### src/rtl/l2_intc_pkg.sv
package l2_intc_pkg;

	// --------------------------------------------------
	// width constants
	// --------------------------------------------------

	localparam int N_INIT = 4; // one-hot id, so this is also the id width.
	localparam int ADDR_WIDTH = 32; // byte address.
	localparam int DATA_WIDTH = 64;
	localparam int BE_WIDTH = DATA_WIDTH / 8;

	// --------------------------------------------------
	// payload types
	// --------------------------------------------------

	// request as issued by an initiator.
	// wen high means read, low means write.
	typedef struct packed {
		logic [ADDR_WIDTH-1:0] addr;
		logic                  wen;
		logic [DATA_WIDTH-1:0] wdata;
		logic [BE_WIDTH-1:0]   be;
	} l2_req_t;

	// request after tagging at the leaves of the arbitration tree.
	typedef struct packed {
		l2_req_t           req;
		logic [N_INIT-1:0] id; // one bit per initiator.
	} l2_tagged_req_t;

	// response payload, shared by all initiators.
	typedef struct packed {
		logic [DATA_WIDTH-1:0] rdata;
	} l2_rsp_t;

endpackage

### src/rtl/l2_req_mux2.sv
`timescale 1ns/1ps

module l2_req_mux2 import l2_intc_pkg::*; (
	input  logic           clk,
	input  logic           rst_n,

	// channel 0.
	input  logic           ch0_req_i,
	input  l2_tagged_req_t ch0_data_i,
	output logic           ch0_gnt_o,

	// channel 1.
	input  logic           ch1_req_i,
	input  l2_tagged_req_t ch1_data_i,
	output logic           ch1_gnt_o,

	// towards the bank.
	output logic           req_o,
	output l2_tagged_req_t data_o,
	input  logic           gnt_i
);

	logic sel; // low selects channel 0, high selects channel 1.
	logic rr_flag_q;
	logic hs;

	// --------------------------------------------------
	// arbitration
	// --------------------------------------------------

	assign req_o = ch0_req_i | ch1_req_i;

	// channel 1 wins when channel 0 is idle, or when both request and it is its turn.
	assign sel = ~ch0_req_i | (rr_flag_q & ch1_req_i);

	// only the selected channel sees the grant from above.
	assign ch0_gnt_o = ~sel & gnt_i;
	assign ch1_gnt_o = sel & ch1_req_i & gnt_i;

	assign hs = req_o & gnt_i;

	// The flag flips on every transfer through this node, whichever side won.
	// A stalled cycle leaves it unchanged, so the waiting side keeps its turn.
	always_ff @(posedge clk or negedge rst_n) begin
		if (!rst_n) begin
			rr_flag_q <= 1'b0;
		end else if (hs) begin
			rr_flag_q <= ~rr_flag_q;
		end
	end

	// --------------------------------------------------
	// payload selection
	// --------------------------------------------------

	always_comb begin
		if (sel) begin
			data_o = ch1_data_i;
		end else begin
			data_o = ch0_data_i;
		end
	end

endmodule

### config.mk
export PLATFORM = sky130hd
export DESIGN_NAME = l2_req_mux2
export DESIGN_NICKNAME = d
export VERILOG_FILES = /design/src/rtl/l2_intc_pkg.sv /design/src/rtl/l2_req_mux2.sv
export SDC_FILE = /design/constraint.sdc
export NUM_CORES = 1
export LEC_CHECK = 0
export BUFFER_PORTS_ARGS = -buffer_cell sky130_fd_sc_hd__buf_2
export CORE_AREA = 2 2 128 130
export CTS_CLUSTER_DIAMETER = 200
export DETAILED_ROUTE_END_ITERATION = 8
export DIE_AREA = 0 0 130 132
export SYNTH_ARGS = -nofsm -noshare
export SYNTH_HDL_FRONTEND = slang
export SYNTH_SLANG_ARGS = --single-unit
### constraint.sdc
create_clock -name clk -period 1.6 [get_ports clk]
set_clock_uncertainty 0.05 [all_clocks]
set_input_delay 0.08 -clock clk [delete_from_list [all_inputs] [get_ports clk]]
set_output_delay 0.08 -clock clk [all_outputs]
set_load 0.01 [all_outputs]
==> results.toml, run 1 <==
[critical_path]
cp_data_required_time_ns = 1.47
crit_buf_inv = 3
start_kind = "flip-flop"
arrival_ns = 1.41
cpMostUsedCell = "buf_12"
rrSetupSlack_ns = 0.77
worst_r2r_path_depth = 2
cp.depth = 5
r2r-start = "rr_flag_q"
timing.rr.end = "rr_flag_q"
endpoint_kind = "output port"
slowest_delay_ns = 0.38
critPathKind = "flip-flop to output port"
worstPathCellList = "a21boi_4 > buf_12 > buf_12 > mux2_4 > buf_2"
crit_path_max_fanout = 24
cpMaxStageDelayCell = "dfrtp_1"
cpLargestDelayFamily = "buffers and inverters"

[power_and_ir_drop]
p_sw_uw = 855
p_comb_share_pct = 97.6
irDropWorstVdd_mv = 0.263
p_leak_nw = 2.29
p_sw_share_pct = 39.4
clockPowerShare_pct = 0
internal_power_mw = 1.32
report.power.total_mw = 2.17
p_seq_share_pct = 2.4
power.density_nw_per_um2 = 567

[final_layout]
final_common_cell = "buf_2"
final_cell_mix = "buf_2, mux2_4, buf_4"
largest_register = "rr_flag_q"
diodes = 0
fin_util_pct = 24.4
area_growth_pct = 101
finalInstanceArea_um2 = 3830
stdcell_count = 690
largest_register_ffs = 1
multiInputGateArea_um2 = 1650
drive_above_1_share_pct = 98.3
nets = 699
ff_latch_area_um2 = 25.0
fillers = 1705
top_regs = "rr_flag_q x1"

[yosys]
synth-seq-area-share_pct = 1.31
synth_top_area_share_pct = 77.9
synthTopCellsByArea = "mux2_4, buf_12, mux2_2, dfrtp_1, a21boi_4"
synth_warnings = 0
synth_cell_types = 13
synth_top_area_cell = "mux2_4"
synth_area_um2 = 1910
synth_nets = 353
synthCells = 130
syn-mean-instance-area_um2 = 14.7
ys_ff_latch = 1

[routing]
dr.pass1.iters = 4
vias_per_cell = 3.52
drt-total-wl_um = 8100
drtAntennaViolNets = 0
wl_per_cell_um = 11.7
drt_iter0_markers = 31
drc = 0
num_vias = 2427

[floorplan]
io_pins = 335
start_util_pct = 12.2
die_area_um2 = 17200
dieHeight_um = 132
core_area_um2 = 15700
die_x_um = 130
row_count = 46

[place]
dp_slack_ns = 0.0469
place_area_um2 = 3820
routabilityCongestion = 0.803
hpwl_um = 7600
port_buffers = 334
dpl.cell_count = 689

[global_routing]
antenna_found_initial = 0
grt_max_degree = 25
grt_overflow = 0
grt_pass1_vias = 2365
grt_first_pass_wirelength_um = 11300
grt_usage_pct = 8.02

[clock_tree]
post-cts-setup-buffers = 0
clkTransAtPathRegs_ns = 0
cts_resized = 0
clkLatencyLatePin_ns = 0

[timing]
grt_setup_unrepaired = "true"
period_needed_ns = 1.54
postLayoutSetupSlackWorst_ns = 0.0572
whs_ns = 0.347
setup-violations-final = 0
min_period_over_period_pct = 96.4
drv_slew = 0
max-slew-margin-rel_pct = 87.0
hold_violations = 0
worst_pin_slew_ns = 0.194
tns_ns = 0
fmax_mhz = 648

[run]
cap_violations = 0

[min_path]
hold_class = "input pin to asynchronous set/reset pin"

[status]
outcome = "finished clean"
layout make-up:
class / count / area share, %
Inverter: 1 / 0.0980
Multi-Input combinational cell: 116 / 43.2
Sequential cell: 1 / 0.654
Timing Repair Buffer: 356 / 49.0
Tap cell: 216 / 7.06
Yosys cell counts:
master	count
mux2_4	99
o21ai_0	1
a21oi_1	1
or2_2	1
dfrtp_1	1
nand2_1	1
buf_4	1
xnor2_1	1
inv_1	1
mux2_2	10
a21boi_4	1
and2_1	1
buf_12	11
how the worst max path moves through the flow:
| stage | startpoint | end | slack [ns] |
|---|---|---|---|
| 2_1_floorplan | rr_flag_q | data_o[10] | 0.25 |
| 3_3_place_gp | rr_flag_q | data_o[83] | 0.07 |
| 3_5_place_dp | rr_flag_q | data_o[82] | 0.05 |
| 4_1_cts | rr_flag_q | data_o[82] | 0.05 |
| 5_1_grt | rr_flag_q | data_o[81] | -0.006 |
| 6_report | rr_flag_q | data_o[82] | 0.06 |
kinds of logic (layout without fill, tap and decap cells):
group / Yosys count / in the layout / share of synthesized area (%)
multiplexers: 109 / 109 / 83.7
buffers and inverters: 13 / 357 / 12.1
AO/OA/AOI/OAI: 3 / 3 / 1.51
AND/OR/NAND/NOR: 3 / 3 / 0.852
XOR/XNOR: 1 / 1 / 0.459
flip-flops: 1 / 1 / 1.31
power by group through the flow:
| stage | sequential (mW) | clock (mW) | combinational (mW) |
|---|---|---|---|
| 2_1_floorplan | 0.0552 | 0 | 1.43 |
| 3_3_place_gp | 0.0508 | 0 | 2.13 |
| 3_5_place_dp | 0.0526 | 0 | 2.14 |
| 4_1_cts | 0.0530 | 0 | 2.15 |
| 5_1_grt | 0.0556 | 0 | 2.27 |
| 6_report | 0.0525 | 0 | 2.12 |
routing by layer:
layer	global-route usage (%)	wire length (um)	up-vias
li1	-	-	1180
met1	8.33	2910	1082
met2	17.7	4500	163
met3	0.487	678	2
met4	0.119	13	0
met5	0	0	-
what timing repair did:
| item | in CTS | in global routing |
|---|---|---|
| hold endpoints to repair | 1 | 0 |
| hold buffers | 1 | 0 |
| setup endpoints to repair | 0 | 5 |
Note: power is estimated with default switching activity, not from simulation.
==> run 2, diff against run 1 <==
--- a/config.mk
+++ b/config.mk
@@ -10,6 +10,7 @@
 export CTS_CLUSTER_DIAMETER = 200
 export DETAILED_ROUTE_END_ITERATION = 8
 export DIE_AREA = 0 0 130 132
+export PLACE_DENSITY = 0.5
 export SYNTH_ARGS = -nofsm -noshare
 export SYNTH_HDL_FRONTEND = slang
 export SYNTH_SLANG_ARGS = --single-unit
==> run 2 against run 1 <==
  * First-iteration DRC count increased by 23%
  * Core utilization rose by 0.61 points
  * Sequential power up 2%
  * Critical path depth unchanged
  * Wire length shrank 1.7%
  * Final area grew 2.5%
  * Cell count grew 1.6%
  * Die area stayed put
  * Critical endpoint is now data_o[36]
==> results.toml, run 2 (same netlist as run 1, synthesis figures left out) <==
[status]
outcome = "finished clean"

[routing]
wl_per_cell_um = 11.4
drt_iter0_markers = 38
dr.pass1.iters = 3
drc = 0
drt-total-wl_um = 7960
num_vias = 2436
vias_per_cell = 3.48
drtAntennaViolNets = 0

[final_layout]
diodes = 0
stdcell_count = 701
nets = 710
final_common_cell = "buf_2"
top_regs = "rr_flag_q x1"
final_cell_mix = "buf_2, mux2_4, buf_4"
multiInputGateArea_um2 = 1650
ff_latch_area_um2 = 25.0
drive_above_1_share_pct = 98.4
fillers = 1748
largest_register = "rr_flag_q"
area_growth_pct = 106
largest_register_ffs = 1

[critical_path]
crit_path_max_fanout = 15
cp_data_required_time_ns = 1.47
rrSetupSlack_ns = 0.77
arrival_ns = 1.42
critPathKind = "flip-flop to output port"
timing.rr.end = "rr_flag_q"
r2r-start = "rr_flag_q"
worst_r2r_path_depth = 2
endpoint_kind = "output port"
start_kind = "flip-flop"

[timing]
min_period_over_period_pct = 96.6
grt_setup_unrepaired = "false"
period_needed_ns = 1.55
drv_slew = 0
worst_pin_slew_ns = 0.189
max-slew-margin-rel_pct = 87.3
hold_violations = 0
fmax_mhz = 647
postLayoutSetupSlackWorst_ns = 0.0545
setup-violations-final = 0
whs_ns = 0.347
tns_ns = 0

[floorplan]
core_area_um2 = 15700
die_area_um2 = 17200
start_util_pct = 12.2
die_x_um = 130
dieHeight_um = 132
io_pins = 335
row_count = 46

[clock_tree]
clkTransAtPathRegs_ns = 0
cts_resized = 0
clkLatencyLatePin_ns = 0

[place]
dpl.cell_count = 690
hpwl_um = 7460
port_buffers = 334
routabilityCongestion = 0.761
dp_slack_ns = 0.0114

[power_and_ir_drop]
p_sw_uw = 863
clockPowerShare_pct = 0
internal_power_mw = 1.39
irDropWorstVdd_mv = 0.326
p_sw_share_pct = 38.3
p_comb_share_pct = 97.6
p_leak_nw = 2.35
p_seq_share_pct = 2.4
power.density_nw_per_um2 = 574

[global_routing]
grt_usage_pct = 7.68
grt_first_pass_wirelength_um = 10800
antenna_found_initial = 0
grt_overflow = 0
grt_pass1_vias = 2293
grt_max_degree = 20

[min_path]
hold_class = "input pin to asynchronous set/reset pin"

[run]
cap_violations = 0
[run 2: cell count changes in the layout (fill, tap and decap cells not counted)]
cell	before	now
buf_4	18	28
buf_12	3	4
[run 2: worst max path at each step]
stage | startpoint | endpoint | slack (ns) | depth (start not counted)
2_1_floorplan | rr_flag_q | data_o[10] | 0.25 | 4
3_3_place_gp | rr_flag_q | data_o[70] | 0.02 | 5
3_5_place_dp | rr_flag_q | data_o[72] | 0.01 | 5
4_1_cts | rr_flag_q | data_o[72] | 0.009 | 5
5_1_grt | rr_flag_q | data_o[19] | 0.005 | 5
6_report | rr_flag_q | data_o[36] | 0.05 | 5
[run 2: power groups by stage]
stage               logic (mW)  registers [mW]  clock network (mW)
floorplan                 1.43          0.0552                   0
global placement          2.15          0.0511                   0
detailed placement        2.16          0.0532                   0
CTS                       2.16          0.0535                   0
global route              2.35          0.0540                   0
finish                    2.20          0.0534                   0
[run 2: metal layers]
layer / part of all wire, % / GRT usage, % / up-vias
met5: 0 / 0 / -
met4: 0 / 0 / 0
met3: 12 / 1.01 / 0
met2: 55 / 17.0 / 184
met1: 33 / 7.64 / 1052
li1: - / - / 1200
[run 2: what timing repair did]
item,4_1_cts,5_1_grt
setup buffers,0,10
hold buffers,1,0
setup endpoints to repair,0,28
endpoints found under the hold margin,1,0
[run 2: critical path, stage by stage, from the launching register on]
cell      delay, ns
dfrtp_1        0.39
a21boi_4       0.21
buf_12         0.17
buf_12         0.17
mux2_4         0.31
buf_2          0.14
[run 2: final cells by class]
| type | instances | share of cell area [%] |
|---|---|---|
| Timing Repair Buffer | 367 | 50.3 |
| Multi-Input combinational cell | 116 | 42.1 |
| Tap cell | 216 | 6.89 |
| Sequential cell | 1 | 0.638 |
| Inverter | 1 | 0.0957 |
[run 2: stage by stage]
step / total power, mW / util, % / instance area (um2)
floorplan: 1.48 / - / 1910
global placement: 2.20 / 24.4 / 3840
detailed placement: 2.21 / 24.4 / 3840
CTS: 2.22 / 24.5 / 3850
global route: 2.40 / 25.0 / 3920
finish: 2.25 / 25.0 / 3920
